## config.mk

```make
export PLATFORM = sky130hd
export DESIGN_NAME = l2_refill
export DESIGN_NICKNAME = d
export VERILOG_FILES = /design/src/fetch_ctrl_pkg.sv /design/src/l1i_types_pkg.sv /design/src/l2_refill.sv
export VERILOG_INCLUDE_DIRS = /design/src
export SDC_FILE = /design/constraint.sdc
export NUM_CORES = 1
export LEC_CHECK = 0
export BUFFER_PORTS_ARGS = -buffer_cell sky130_fd_sc_hd__buf_2
export CORE_MARGIN = 8
export CORE_UTILIZATION = 55
export CTS_BUF_LIST = sky130_fd_sc_hd__clkbuf_4
export DETAILED_ROUTE_END_ITERATION = 8
export HOLD_SLACK_MARGIN = 0.08
export PLACE_DENSITY = 0.88
export SLEW_MARGIN = 20
export SYNTH_ARGS = -nofsm -noshare
export SYNTH_HDL_FRONTEND = slang
export SYNTH_SLANG_ARGS = --single-unit
```

## constraint.sdc

```tcl
create_clock -name clk -period 6.9 [get_ports clk]
set_clock_uncertainty 0.05 [all_clocks]
set_input_delay 1.38 -clock clk [delete_from_list [all_inputs] [get_ports clk]]
set_output_delay 1.38 -clock clk [all_outputs]
set_load 0.005 [all_outputs]
```

## src/ifetch_settings.svh

```systemverilog
// Cache geometry and thread count for the instruction fetch front end
// Two-way set-associative L1 instruction cache, 32-byte lines

`ifndef IFETCH_SETTINGS_SVH
`define IFETCH_SETTINGS_SVH

// Associativity and number of sets
`define L1I_WAYS 2
`define L1I_SETS 16

// Line geometry, eight 32-bit words per line
`define CACHE_LINE_BYTES 32
`define CACHE_LINE_WORDS 8
`define CACHE_LINE_OFFSET_WIDTH 5

// Hardware threads sharing the fetch unit
`define NUM_THREADS 4

`endif

```

## src/fetch_ctrl_pkg.sv

```systemverilog
// Refill state encoding and Wishbone bus word types

package fetch_ctrl_pkg;
	// Line refill sequence
	typedef enum logic [1:0] {
		// Waiting for a miss
		REFILL_IDLE,
		// Reading line words over the bus
		REFILL_BUS,
		// Single-cycle tag and data write
		REFILL_WRITE
	} refill_state_t;

	// Wishbone address and data words
	typedef logic [31:0] wb_addr_t;
	typedef logic [31:0] wb_data_t;
endpackage

```

## src/l1i_types_pkg.sv

```systemverilog
// Address, tag, set, way, line and thread types for the L1 instruction cache

`include "ifetch_settings.svh"

package l1i_types_pkg;
	// Plain machine word
	typedef logic [31:0] scalar_t;

	// Address fields, tag takes what set index and offset leave over
	typedef logic [31 - $clog2(`L1I_SETS) - `CACHE_LINE_OFFSET_WIDTH:0] l1i_tag_t;
	typedef logic [$clog2(`L1I_SETS) - 1:0] l1i_set_idx_t;
	typedef logic [$clog2(`L1I_WAYS) - 1:0] l1i_way_idx_t;

	// Fetch address split into cache fields
	typedef struct packed {
		l1i_tag_t tag;
		l1i_set_idx_t set_idx;
		logic [`CACHE_LINE_OFFSET_WIDTH - 1:0] offset;
	} l1i_addr_t;

	// Whole line, bus word 0 sits in the top lane
	typedef logic [`CACHE_LINE_BYTES * 8 - 1:0] cache_line_data_t;

	typedef logic [$clog2(`NUM_THREADS) - 1:0] thread_idx_t;
endpackage

```

## src/l2_refill.sv

```systemverilog
// Line refill engine
// Wishbone classic master reading one line word by word
// Writes the assembled line and its tag in a single cycle

`timescale 1ns/1ps
`include "ifetch_settings.svh"

module l2_refill
	import l1i_types_pkg::*;
	import fetch_ctrl_pkg::*;
(
	input logic clk,
	input logic reset,

	// Miss request from data stage
	input logic ifd_cache_miss,
	input scalar_t ifd_cache_miss_addr,

	// Victim query to tag stage
	output logic refill_way_req,
	output l1i_set_idx_t refill_set,
	input l1i_way_idx_t lru_victim_way,

	// Wishbone master
	output logic wb_cyc,
	output logic wb_stb,
	output logic wb_we,
	output logic [3:0] wb_sel,
	output wb_addr_t wb_adr,
	input wb_data_t wb_dat_i,
	input logic wb_ack,

	// Tag update
	output logic [`L1I_WAYS - 1:0] itag_update_en_oh,
	output l1i_set_idx_t itag_update_set,
	output l1i_tag_t itag_update_tag,

	// Data update
	output logic idata_update_en,
	output l1i_way_idx_t idata_update_way,
	output l1i_set_idx_t idata_update_set,
	output cache_line_data_t idata_update_data
);
	refill_state_t state;
	l1i_addr_t miss_req_addr;
	l1i_addr_t fill_addr;
	l1i_way_idx_t fill_way;
	cache_line_data_t fill_line;
	logic [$clog2(`CACHE_LINE_WORDS) - 1:0] word_idx;
	logic word_done;

	assign miss_req_addr = ifd_cache_miss_addr;

	// Only an idle engine takes a miss, others are dropped
	assign refill_way_req = ifd_cache_miss && state == REFILL_IDLE;
	assign refill_set = miss_req_addr.set_idx;

	// Read-only bursts of full words
	assign wb_we = 1'b0;
	assign wb_sel = 4'hf;
	assign wb_adr = {fill_addr.tag, fill_addr.set_idx, word_idx, 2'b00};
	assign word_done = wb_stb && wb_ack;

	always_ff @(posedge clk, posedge reset)
	begin
		if (reset)
		begin
			state <= REFILL_IDLE;
			wb_cyc <= 1'b0;
			wb_stb <= 1'b0;
			word_idx <= '0;
		end
		else
		begin
			unique case (state)
				REFILL_IDLE:
				begin
					if (refill_way_req)
					begin
						state <= REFILL_BUS;
						wb_cyc <= 1'b1;
						wb_stb <= 1'b1;
						word_idx <= '0;
					end
				end

				REFILL_BUS:
				begin
					if (word_done)
					begin
						// stb drops between words, cyc only after the last one
						wb_stb <= 1'b0;
						if (word_idx == $bits(word_idx)'(`CACHE_LINE_WORDS - 1))
						begin
							wb_cyc <= 1'b0;
							state <= REFILL_WRITE;
						end
						else
							word_idx <= word_idx + 1'b1;
					end
					else if (!wb_stb)
						wb_stb <= 1'b1;
				end

				REFILL_WRITE:
					state <= REFILL_IDLE;

				default:
					state <= REFILL_IDLE;
			endcase
		end
	end

	// Line address, victim and data payload
	always_ff @(posedge clk)
	begin
		if (refill_way_req)
		begin
			fill_addr <= miss_req_addr;
			fill_way <= lru_victim_way;
		end

		// Bus word k lands in lane 7 - k
		if (word_done)
			fill_line[32 * (`CACHE_LINE_WORDS - 1 - word_idx) +: 32] <= wb_dat_i;
	end

	always_comb
	begin
		itag_update_en_oh = '0;
		if (state == REFILL_WRITE)
			itag_update_en_oh[fill_way] = 1'b1;
	end

	assign itag_update_set = fill_addr.set_idx;
	assign itag_update_tag = fill_addr.tag;

	assign idata_update_en = state == REFILL_WRITE;
	assign idata_update_way = fill_way;
	assign idata_update_set = fill_addr.set_idx;
	assign idata_update_data = fill_line;
endmodule

```

After elaboration in Yosys (flattened, before gate mapping)
Cells that the tools add are included.

Add/subtract/negate cells: 3. $lt $le $gt $ge: 2. Equal/unequal tests: 7. Shift-type cells: 2. Multiplexer cells: 18. Reductions and logical operators: 9.

Operators by type and width (count): $bwmux W256 (1); $shift A32 B34 Y256 const A (1); $shiftx A32 B34 Y256 (1); $neg A32 Y34 (1); $mux W3 (3); $mux W2 (4); $ne A2 B2 Y1 const B (4); $reduce_and A4 Y1 (2); $pmux W3 S2 (1); $mux W1 (5); $pmux W1 S2 (2); $pmux W2 S2 (1); $sub A3 B3 Y4 const A (1); $add A3 B1 Y3 const B (1); $eq A3 B3 Y1 const B (1); $logic_and A1 B1 Y1 (3); $reduce_and A3 Y1 (1); $eq A2 B1 Y1 const B (1); $eq A2 B2 Y1 const B (1); $logic_not A2 Y1 (1); $lt A1 B2 Y1 const B (1); $reduce_and A2 Y1 (1); $reduce_bool A2 Y1 (1); $demux W1 S1 (1); $ge A1 B1 Y1 const B (1).

Register bits: 291. Input bits: 69. Output and inout port bits: 335. Word-level logic and storage cells: 49.

Depth between registers and ports, before layout
Depth in word-level cells: 5. Depth in mapped cells: 6. Gate-level depth less buffers: 5.

Worst setup path after synthesis
Ideal clock, no wire load.

Path type: input port to output port. Start point: in ifd_cache_miss. End point: out refill_way_req. Arrival: 2443 ps. Data required time: 5470 ps. Setup slack: 3027 ps. Cell stages on the path: 2. Buffers on the path: 0. Cell sequence: or3b_2 -> inv_1.

Longest elaborated chain between the ends: 1.

Ends and longest elaborated chain: from (decl) (line l2_refill.sv:16) `input logic ifd_cache_miss,`; $logic_and A1 B1 Y1 (line l2_refill.sv:55) `assign refill_way_req = ifd_cache_miss && state == REFILL_IDLE;`; to (decl) (line l2_refill.sv:20) `output logic refill_way_req,`.

Every way passes these cells.

Worst setup path in the final report
Same ends and word-level chain as after synthesis.

==> impl_metrics.ini <==
[worst_setup_path]
critical-path-top-delay-family = buffers and inverters
crit_chain = buf_2, or3b_2, inv_1, buf_4, buf_2
worstPathRequired_ns = 5.47
crit_start = ifd_cache_miss
cp_num_cells = 5
path_class = input port to output port
cpPeakStageDelay_ns = 0.49
slowest_stage = or3b_2
rrSetupSlack_ns = 3.25
crit_end = refill_way_req
cp.arrival_ns = 2.60
crit_path_frequent_cell = buf_2
worstSetupEndpointType = output port
crit_path_start_kind = input port
crit_buf_inv = 4
crit_path_max_fanout = 29
worst_r2r_endpoint = idata_update_data[130]
r2r_start = word_idx[0]
reg2regPathDepth = 4

[routing]
via_per_inst = 5.18
antenna_left = 0
wl_per_cell_um = 23.0
routed_wirelength_um = 32900
vias = 7400
detail_route.first_pass.iterations = 5
drc = 0
drt_iter0_markers = 677

[clock_network]
clock-sinks = 291
cts_buffers = 70
cts.clk_slew.worst_paths_ns = 0.07
cts_resized = 0
clk_latency_ns = 0.65
cts_setup_buffers = 0
root_buffer = clkbuf_4
cts_hold_buf = 0
cts_tree = built
htreeDepth = 3
clock_path_buffers = 3

[layout]
syn_to_final_growth_pct = 27.2
multiInputGateArea_um2 = 1860
layout.cells.most_common = buf_2
layout.nets = 1183
finalNonFillerCells = 1428
n_fill_cell = 1285
final_cell_area_um2 = 13900
final_cell_mix = buf_2, edfxtp_1, nor2_1, and2_1, clkbuf_4
ff_latch_area_um2 = 8700
fin_util = 0.715
layout-drive-gt1-share = 0.456

[pwr]
p_clk_frac = 0.280
p_int_mw = 3.51
vdd_drop_max_v = 0.000298
combPwrFrac = 0.266
seq_power_share = 0.454
leakagePower_nw = 5.74
p_per_area_nw_per_um2 = 379
finalPower_mw = 5.28
p_sw_mw = 1.77
power.share.switching = 0.336

[grt]
grt_pass1_vias = 7551
grt_usage = 0.261
antenna_found_initial = 3
grt_pass1_wl_um = 46600
grt_max_degree = 35
grt-ovfl-total = 0

[synthesis]
ys_types = 31
ys_ff_latch = 291
yosysWarnings = 0
synth_area_um2 = 10900
ys_seq_area_frac = 0.796
synth.avg_cell_area_um2 = 15.5
synthCells = 705

[placement]
gp_congestion = 0.900
numPortBuffers = 391
dpl_cell_area_um2 = 12900
dp_hpwl_um = 23300
placedCellCount = 1303

[sta]
min_period_over_period = 0.584
worst_pin_slew_ns = 1.09
hold_viol_final = 0
rsz0062_at_grt = no
clock.fmax_ghz = 0.248
period_needed_ns = 4.03
setup_tns_ns = 0
timing.slew.headroom = 0.269
finalSetupViolCount = 0
slew_viol_final = 0

[die]
fp.dieArea_um2 = 24600
start_util = 0.562
die_y_um = 157
ios = 404
rows = 51
die_x_um = 157
core_area_um2 = 19500

[min_path]
min-delay-path-class = flop to flop

[flow_run]
cap_violations = 0

[outcome]
outcome = finished clean
## how the worst min path moves through the flow
stage                       from      to  slack (ns)  cells after the start
after global routing      wb_cyc  wb_cyc        0.52                      2
after detailed placement  wb_cyc  wb_cyc        0.46                      2
after floorplan           wb_cyc  wb_cyc        0.44                      2
after CTS                 wb_cyc  wb_cyc        0.48                      2
after global placement    wb_cyc  wb_cyc        0.45                      2
final                     wb_cyc  wb_cyc        0.48                      2
## cell type report
class                      count  share of cell area
timing repair buffer         399               0.146
antenna                        3            0.000540
tap                          265              0.0238
sequential                   291               0.626
multi-input combinational    341               0.134
clock inverter                21              0.0139
inverter                       8             0.00216
clock buffer                 100              0.0540
## layer usage
metal	up-vias	global-route usage	routed length (um)
li1	3252	-	-
met1	3552	0.312	11800
met2	520	0.428	16100
met3	76	0.0746	3800
met4	0	0.130	1230
met5	-	0	0
## power by group through the flow
stage | Sequential [mW] | Combinational, mW | Clock (mW)
2_1_floorplan | 2.44 | 0.773 | 0
3_3_place_gp | 2.42 | 1.35 | 0
3_5_place_dp | 2.43 | 1.41 | 0
4_1_cts | 2.40 | 1.41 | 1.51
5_1_grt | 2.41 | 1.51 | 1.59
6_report | 2.39 | 1.40 | 1.48
## tightest hold or removal path, stage by stage, from the launching register on
cell	delay, ns
dfrtp_1	0.36
a31oi_1	0.05
nor2_1	0.08
## cells by family after synthesis
| logic type | share of synthesized area |
|---|---|
| adder cells (fa/ha/maj) | 0.00343 |
| AO/OA/AOI/OAI | 0.00435 |
| multiplexers | 0.00183 |
| flip-flops | 0.796 |
| AND/OR/NAND/NOR | 0.151 |
| other | 0.000687 |
| buffers and inverters | 0.0426 |
## stage by stage
step,worst slack (ns),hold slack (ns)
global placement,2.92,0.453
detailed placement,2.87,0.459
finish,2.87,0.480
CTS,2.88,0.475
global route,2.83,0.520
floorplan,3.03,0.436
## synthesized netlist by cell type
library cell / instances / area share
nand3_2: 1 / 0.00092
buf_2: 9 / 0.0041
or3b_2: 1 / 0.00080
dfrtp_1: 7 / 0.016
o211ai_1: 1 / 0.00069
nand2b_1: 2 / 0.0011
a31oi_1: 1 / 0.00057
inv_1: 6 / 0.0021
and2_1: 129 / 0.074
nand2_1: 35 / 0.012
inv_2: 2 / 0.00069
ha_1: 3 / 0.0034
nor3_1: 1 / 0.00046
clkbuf_1: 16 / 0.0055
mux2i_1: 2 / 0.0018
edfxtp_1: 284 / 0.78
a41oi_1: 1 / 0.00080
nor4_4: 3 / 0.0058
a21bo_2: 1 / 0.00092
a21boi_0: 1 / 0.00069
nor4b_4: 1 / 0.0022
nor2b_1: 1 / 0.00057
nor2_1: 140 / 0.048
or3_1: 2 / 0.0011
conb_1: 2 / 0.00069
or4_1: 1 / 0.00069
nand4b_1: 1 / 0.00080
clkbuf_2: 3 / 0.0014
nand3_1: 5 / 0.0023
buf_4: 42 / 0.029
o21bai_1: 1 / 0.00069
## state kept, by name, indices dropped and copies added (netlist names)
signal,flops
state,2
wb_cyc,1
wb_stb,1
word_idx,3
idata_update_set,4
itag_update_tag,23
idata_update_way,1
idata_update_data,256
(Power assumes the default switching activity.)
