$ cat config.mk
export PLATFORM = sky130hd
export DESIGN_NAME = ifetch_tag_stage
export DESIGN_NICKNAME = d
export VERILOG_FILES = /design/src/l1i_types_pkg.sv /design/src/sram_1r1w.sv /design/src/ifetch_tag_stage.sv
export VERILOG_INCLUDE_DIRS = /design/src
export SDC_FILE = /design/constraint.sdc
export NUM_CORES = 1
export LEC_CHECK = 0
export BUFFER_PORTS_ARGS = -buffer_cell sky130_fd_sc_hd__buf_2
export CAP_MARGIN = 20
export CORE_MARGIN = 3
export CORE_UTILIZATION = 65
export DETAILED_ROUTE_END_ITERATION = 10
export HOLD_SLACK_MARGIN = 0.08
export PLACE_DENSITY = 0.91
export SKIP_CTS_REPAIR_TIMING = 1
export SLEW_MARGIN = 15
export SYNTH_ARGS = -nofsm -noshare
export SYNTH_HDL_FRONTEND = slang
export SYNTH_HIERARCHICAL = 1
export SYNTH_SLANG_ARGS = --single-unit
$ cat constraint.sdc
create_clock -name clk -period 4.46 [get_ports clk]
set_clock_uncertainty 0.15 [all_clocks]
set_input_delay 0.446 -clock clk [delete_from_list [all_inputs] [get_ports clk]]
set_output_delay 0.446 -clock clk [all_outputs]
set_load 0.005 [all_outputs]
$ cat src/ifetch_settings.svh
// Cache geometry and thread count for the instruction fetch front end
// Two-way set-associative L1 instruction cache, 32-byte lines

`ifndef IFETCH_SETTINGS_SVH
`define IFETCH_SETTINGS_SVH

// Associativity and number of sets
`define L1I_WAYS 2
`define L1I_SETS 16

// Line geometry, eight 32-bit words per line
`define CACHE_LINE_BYTES 32
`define CACHE_LINE_WORDS 8
`define CACHE_LINE_OFFSET_WIDTH 5

// Hardware threads sharing the fetch unit
`define NUM_THREADS 4

`endif

$ cat src/l1i_types_pkg.sv
// Address, tag, set, way, line and thread types for the L1 instruction cache

`include "ifetch_settings.svh"

package l1i_types_pkg;
	// Plain machine word
	typedef logic [31:0] scalar_t;

	// Address fields, tag takes what set index and offset leave over
	typedef logic [31 - $clog2(`L1I_SETS) - `CACHE_LINE_OFFSET_WIDTH:0] l1i_tag_t;
	typedef logic [$clog2(`L1I_SETS) - 1:0] l1i_set_idx_t;
	typedef logic [$clog2(`L1I_WAYS) - 1:0] l1i_way_idx_t;

	// Fetch address split into cache fields
	typedef struct packed {
		l1i_tag_t tag;
		l1i_set_idx_t set_idx;
		logic [`CACHE_LINE_OFFSET_WIDTH - 1:0] offset;
	} l1i_addr_t;

	// Whole line, bus word 0 sits in the top lane
	typedef logic [`CACHE_LINE_BYTES * 8 - 1:0] cache_line_data_t;

	typedef logic [$clog2(`NUM_THREADS) - 1:0] thread_idx_t;
endpackage

$ cat src/sram_1r1w.sv
// Single-read single-write memory array
// Registered read port, write data forwarded on same-address collision

`timescale 1ns/1ps

module sram_1r1w #(
	parameter DATA_WIDTH = 32,
	parameter SIZE = 64
) (
	input logic clk,
	input logic read_en,
	input logic [$clog2(SIZE) - 1:0] read_addr,
	output logic [DATA_WIDTH - 1:0] read_data,
	input logic write_en,
	input logic [$clog2(SIZE) - 1:0] write_addr,
	input logic [DATA_WIDTH - 1:0] write_data
);
	logic [DATA_WIDTH - 1:0] mem[SIZE];

	always_ff @(posedge clk)
	begin
		if (write_en)
			mem[write_addr] <= write_data;

		// Reading the entry under write returns the new value
		if (read_en)
			read_data <= (write_en && write_addr == read_addr) ? write_data : mem[read_addr];
	end
endmodule

$ cat src/ifetch_tag_stage.sv
// Instruction fetch tag stage
// Registers the fetch request, reads tags and valid bits per way
// Keeps one LRU bit per set and names the refill victim

`timescale 1ns/1ps
`include "ifetch_settings.svh"

module ifetch_tag_stage
	import l1i_types_pkg::*;
(
	input logic clk,
	input logic reset,

	// Fetch request
	input logic fetch_en,
	input l1i_addr_t fetch_pc,
	input thread_idx_t fetch_thread,

	// LRU update from data stage hits
	input logic ifd_update_lru_en,
	input l1i_way_idx_t ifd_update_lru_way,

	// Tag writes from the refill engine
	input logic [`L1I_WAYS - 1:0] itag_update_en_oh,
	input l1i_set_idx_t itag_update_set,
	input l1i_tag_t itag_update_tag,

	// Victim query from the refill engine
	input logic refill_way_req,
	input l1i_set_idx_t refill_set,

	// To data stage
	output logic ift_instruction_requested,
	output l1i_addr_t ift_pc,
	output thread_idx_t ift_thread_idx,
	output l1i_tag_t ift_tag[`L1I_WAYS],
	output logic ift_valid[`L1I_WAYS],
	output l1i_way_idx_t lru_victim_way
);
	// Set bit names the least recently used way
	logic [`L1I_SETS - 1:0] lru_bits;

	genvar way;
	generate
		for (way = 0; way < `L1I_WAYS; way++)
		begin : way_gen
			logic [`L1I_SETS - 1:0] set_valid;
			logic fill_bypass;

			sram_1r1w #(
				.DATA_WIDTH($bits(l1i_tag_t)),
				.SIZE(`L1I_SETS)
			) tag_ram (
				.clk(clk),
				.read_en(fetch_en),
				.read_addr(fetch_pc.set_idx),
				.read_data(ift_tag[way]),
				.write_en(itag_update_en_oh[way]),
				.write_addr(itag_update_set),
				.write_data(itag_update_tag)
			);

			// Line filled in the read cycle counts as valid, like the tag RAM forwarding
			assign fill_bypass = itag_update_en_oh[way] && itag_update_set == fetch_pc.set_idx;

			always_ff @(posedge clk, posedge reset)
			begin
				if (reset)
				begin
					set_valid <= '0;
					ift_valid[way] <= 1'b0;
				end
				else
				begin
					if (itag_update_en_oh[way])
						set_valid[itag_update_set] <= 1'b1;
					if (fetch_en)
						ift_valid[way] <= fill_bypass || set_valid[fetch_pc.set_idx];
				end
			end
		end
	endgenerate

	// Victim answer goes straight back to the refill engine
	assign lru_victim_way = lru_bits[refill_set];

	always_ff @(posedge clk, posedge reset)
	begin
		if (reset)
		begin
			ift_instruction_requested <= 1'b0;
			lru_bits <= '0;
		end
		else
		begin
			ift_instruction_requested <= fetch_en;

			// Hit makes the other way least recent
			if (ifd_update_lru_en)
				lru_bits[ift_pc.set_idx] <= ~ifd_update_lru_way;

			// Refill victim becomes most recent, wins over a hit to the same set
			if (refill_way_req)
				lru_bits[refill_set] <= ~lru_victim_way;
		end
	end

	// Request payload
	always_ff @(posedge clk)
	begin
		ift_pc <= fetch_pc;
		ift_thread_idx <= fetch_thread;
	end
endmodule

## Word level (Yosys, flattened, before mapping)

Memories as Yosys holds them, arrays and structs flattened. A register that Yosys moved wholly into a read port is not among the register bits.
Index checks and enable logic that the tools add are counted.

| storage, ports and cells | value |
|---|---|
| word-level logic and storage cells | 51 |
| memories kept | 2 |
| bits of input ports | 73 |
| memory bits (writable) | 736 |
| bits in registers | 85 |
| output and inout port bits | 84 |

| cells by class | value |
|---|---|
| reductions and logical operators | 7 |
| bitwise operators | 4 |
| multiplexer cells | 20 |
| magnitude comparators | 7 |
| eq/ne operators | 1 |

Memory list:

| memory | depth | width | read ports | clocked after memory_dff | wr ports | line | RTL |
|---|---|---|---|---|---|---|---|
| way_gen[0].tag_ram.mem | 16 | 23 | 1 | 1 | 1 | sram_1r1w.sv:18 | `logic [DATA_WIDTH - 1:0] mem[SIZE];` |
| way_gen[1].tag_ram.mem | 16 | 23 | 1 | 1 | 1 | sram_1r1w.sv:18 |  |

Operators with widths:

| cell | count |
|---|---|
| bitwise mux 16 bit | 2 |
| two-way mux 16 bit | 2 |
| OR 16 bit | 2 |
| less-than comparator 4 x 5 -> 1 bit, second input constant | 4 |
| binary-select mux 1 bit (select 4 bit) | 3 |
| demux 1 bit (select 4 bit) | 3 |
| greater-or-equal comparator 4 x 1 -> 1 bit, second input constant | 3 |
| two-way mux 1 bit | 10 |
| logical AND 1 bit | 5 |
| equality test 4 bit | 1 |
| logical OR 1 bit | 2 |
| inverter 1 bit | 2 |

## Depth between registers and ports, before layout

| logic depth | value |
|---|---|
| depth after elaboration | 8 |
| mapped depth | 6 |
| gate-level depth less buffers | 4 |

## Modules after synthesis

Netlist, hierarchy kept.

Modules (own cells, without submodules):

| module | times used | sequential area each (µm²) | area each (µm²) | cells each |
|---|---|---|---|---|
| sram_1r1w | 2 | 11741.3 | 15127.0 | 636 |
| ifetch_tag_stage | 1 | 1956.9 | 3363.2 | 267 |

## Least setup slack after synthesis

No wires, ideal clock.

| timing | value |
|---|---|
| kind | input to register |
| from | input port itag_update_set[2] |
| to | memory way_gen[0].tag_ram/mem[0][0] in the netlist's numbering, enable pin |
| setup time | 0.432 ns |
| data arrival time | 2.561 ns |
| cell stages on the path | 2 |
| slack | 1.317 ns |
| path buffers | 0 |
| required time | 3.878 ns |
| cell sequence | or3b_2 nor3_1 |

RTL lines:

| element | line | RTL |
|---|---|---|
| from (decl) | ifetch_tag_stage.sv:25 | `input l1i_set_idx_t itag_update_set,` |
| to (decl) | sram_1r1w.sv:18 |  |

Straight into the memory's write port.

==> flow_summary.ini <==
[run_status]
status = complete, no violations

[floorplanning]
start_util_pct = 66.5
die_x_um = 233
dieHeight_um = 233
rows = 82
dieArea_um2 = 54500
io_pins = 157
core_area_um2 = 50600

[min_path]
hold_depth = 3
min_to = lru_bits[12]
hp-start = refill_set[2]
hold_class = input port to register

[routing]
drtIter0Drc = 2461
vias = 17600
dr.pass1.iters = 5
drt-total-wl_mm = 87.1
wl_per_cell_um = 34.6
drc_errors = 0
avgViaCountPerCell = 7.00
ant_nets = 0

[timing]
max_slew.worst_pin.slew_ns = 1.03
setup_viol = 0
fin_tns_setup_ns = 0
finalCritPeriodShare_pct = 64.1
relSlewSlack_pct = 31.4
finalHoldViolations = 0
max_freq_ghz = 0.350
min_period_ns = 2.86
drv_slew = 0
rsz0062_at_grt = no
hold_ws_ns = 0.0733
worst_slack_ns = 1.60

[pwr]
netSwitchingFraction_pct = 21.6
peakVddDrop_mv = 0.350
p_leak_uw = 0.0130
comb_power_share_pct = 7.1
pwr-share-seq_pct = 52.1
intPower_uw = 14000
switchingPower_uw = 3870
p_per_area_nw_per_um2 = 465
clkPwrFrac_pct = 40.8

[placement]
pre_cts_slack_ns = 1.42
portBuffers = 156
routabilityCongestion = 0.789
dp_hpwl_mm = 41.6

[cts]
cts_tree = built
cts_buffers = 79
cts_buffer_depth = 3
cts_root_buf = clkbuf_16
clk_latency_ns = 0.64
clock_sinks = 867
htree_levels = 3
path_clk_slew_ns = 0.06

[yosys]
synthArstFlopShare_pct = 5.88
synth_top_area_cell = edfxtp_1
synth_top_area_share_pct = 69.9
synth-edff-count = 782
synthesis.nets = 1612
synthTopCellsByArea = edfxtp_1 70%, mux4_2 13%, mux2i_1 4.7%
synth-seq-cells = 867
syn_avg_cell_area_um2 = 21.8
ys_types = 39
synth.cell_area_um2 = 33600
synthCells = 1539
ys_seq_area_share_pct = 75.7
ys.flop_type = edfxtp_1
synth_warnings = 6

[job]
maxCapViolCount = 0

[finish]
drive_above_1_share_pct = 33.0
area_growth_syn_to_layout_pct = 14.3
fillCellCount = 2467
final_util_pct = 76.0
fin_nets = 1852

[critical_path]
r2r_setup_slack_ns = 2.34
cp-end-kind = register
worst_setup_path_start_kind = input port
r2r.worst_path.cells = 4
r2r-start = way_gen[0].tag_ram/mem[11][10]
regToRegEndpoint = way_gen[0].tag_ram/read_data[10]
critPathKind = input port to register
worstPathRequired_ns = 4.69
crit_fanout = 46
cp_data_arrival_time_ns = 3.09

[global_route]
grt_overflow = 0
grt_max_degree = 82
grt_pass1_vias = 18400
grt_first_pass_wirelength_mm = 126
grt_usage_pct = 32.9
antenna_found_initial = 4
==> through the flow <==
step	total power, µW	cells	area [µm²]
after global placement	10600	2337	35300
after detailed placement	10700	2337	35300
after global routing	18300	2518	38400
after CTS	17900	2482	38100
after floorplan	10200	1539	33600
final	17900	2518	38400
==> critical path: stages <==
cell and delay (ns):
dlygate4sd3_1 0.55, buf_6 0.30, buf_4 0.84, mux2i_1 0.41
mux2i_1 0.17, mux2_2 0.30
==> sequential cells by signal, summed over array words and instances (netlist names) <==
signal                     flops
lru_bits                      16
ift_pc                        32
ift_thread_idx                 2
way_gen.set_valid             32
way_gen.tag_ram/read_data     46
ift_valid                      2
ift_instruction_requested      1
way_gen.tag_ram/mem          736
==> kinds of logic (layout without fill, tap and decap cells) <==
kind of cell    after synthesis  after routing  share of synthesized area (%)
flops                       867            867                           75.7
other cells                   0              3                              0
xor+xnor                     12             12                          0.313
simple gates                111            111                           1.78
buf+inv                      82            386                           1.45
mux                         398            398                           19.3
compound gates               69             69                           1.51
==> cell type report <==
type / instances / area [µm²] / area share (%)
Antenna cell: 3 / 7.51 / 0.0195
Clock buffer: 100 / 2200 / 5.73
Clock inverter: 45 / 566 / 1.47
Inverter: 1 / 5.00 / 0.0130
Multi-Input combinational cell: 590 / 7810 / 20.3
Sequential cell: 867 / 25400 / 66.2
Tap cell: 672 / 841 / 2.19
Timing Repair Buffer: 240 / 1560 / 4.06
==> power groups by stage <==
stage	Clock (µW)	Sequential (µW)	Combinational (µW)
2_1_floorplan	0	9430	763
3_3_place_gp	0	9450	1130
3_5_place_dp	0	9480	1200
4_1_cts	7360	9320	1240
5_1_grt	7650	9340	1350
6_report	7290	9320	1270
==> cell usage after synthesis, types with 3 or more instances <==
cell type / count
dfxtp_1: 34
o31a_1: 12
buf_2: 32
mux4_2: 195
o21bai_1: 24
edfxtp_1: 782
mux2_2: 46
xor2_1: 10
or3_1: 4
nor2_1: 38
dfrtp_1: 51
a31oi_1: 3
clkbuf_1: 27
nand3_1: 9
nand3b_1: 14
nor4_1: 5
nor3b_1: 3
nor3_1: 11
buf_4: 3
mux2i_1: 157
nand2_1: 7
a21o_1: 6
nand2b_1: 10
o21ai_1: 12
a21oi_1: 3
buf_6: 17
nor2b_1: 4
==> layer usage <==
layer	wire (µm)	part of all wire [%]	track usage [%]	vias up
li1	-	-	-	6854
met1	28400	33	42.2	9048
met2	44500	51	53.8	1433
met3	9540	11	6.52	296
met4	4600	5.3	18.1	0
met5	0	0	0	-
==> how the worst max path moves through the flow <==
stage / end / slack (ns) / cells after the start / startpoint
global route: lru_victim_way / 1.60 / 3 / lru_bits[15]
CTS: lru_victim_way / 1.64 / 3 / lru_bits[15]
detailed placement: way_gen[1].tag_ram/read_data[20] / 1.42 / 6 / fetch_pc[5]
global placement: way_gen[1].tag_ram/read_data[4] / 1.49 / 6 / fetch_pc[5]
finish: way_gen[0].tag_ram/read_data[20] / 1.60 / 6 / fetch_pc[7]
floorplan: way_gen[0].tag_ram/mem[0][0] / 1.32 / 2 / itag_update_set[2]
==> layout by cell type, fill, tap and decap left out, types with 33 or more instances in the layout <==
master         instances
mux2i_1              157
mux2_2                46
buf_2                152
dfxtp_1               34
dfrtp_1               51
edfxtp_1             782
mux4_2               195
clkbuf_16             84
dlygate4sd3_1         33
buf_4                 49
Power figures use the tool's default switching activity.
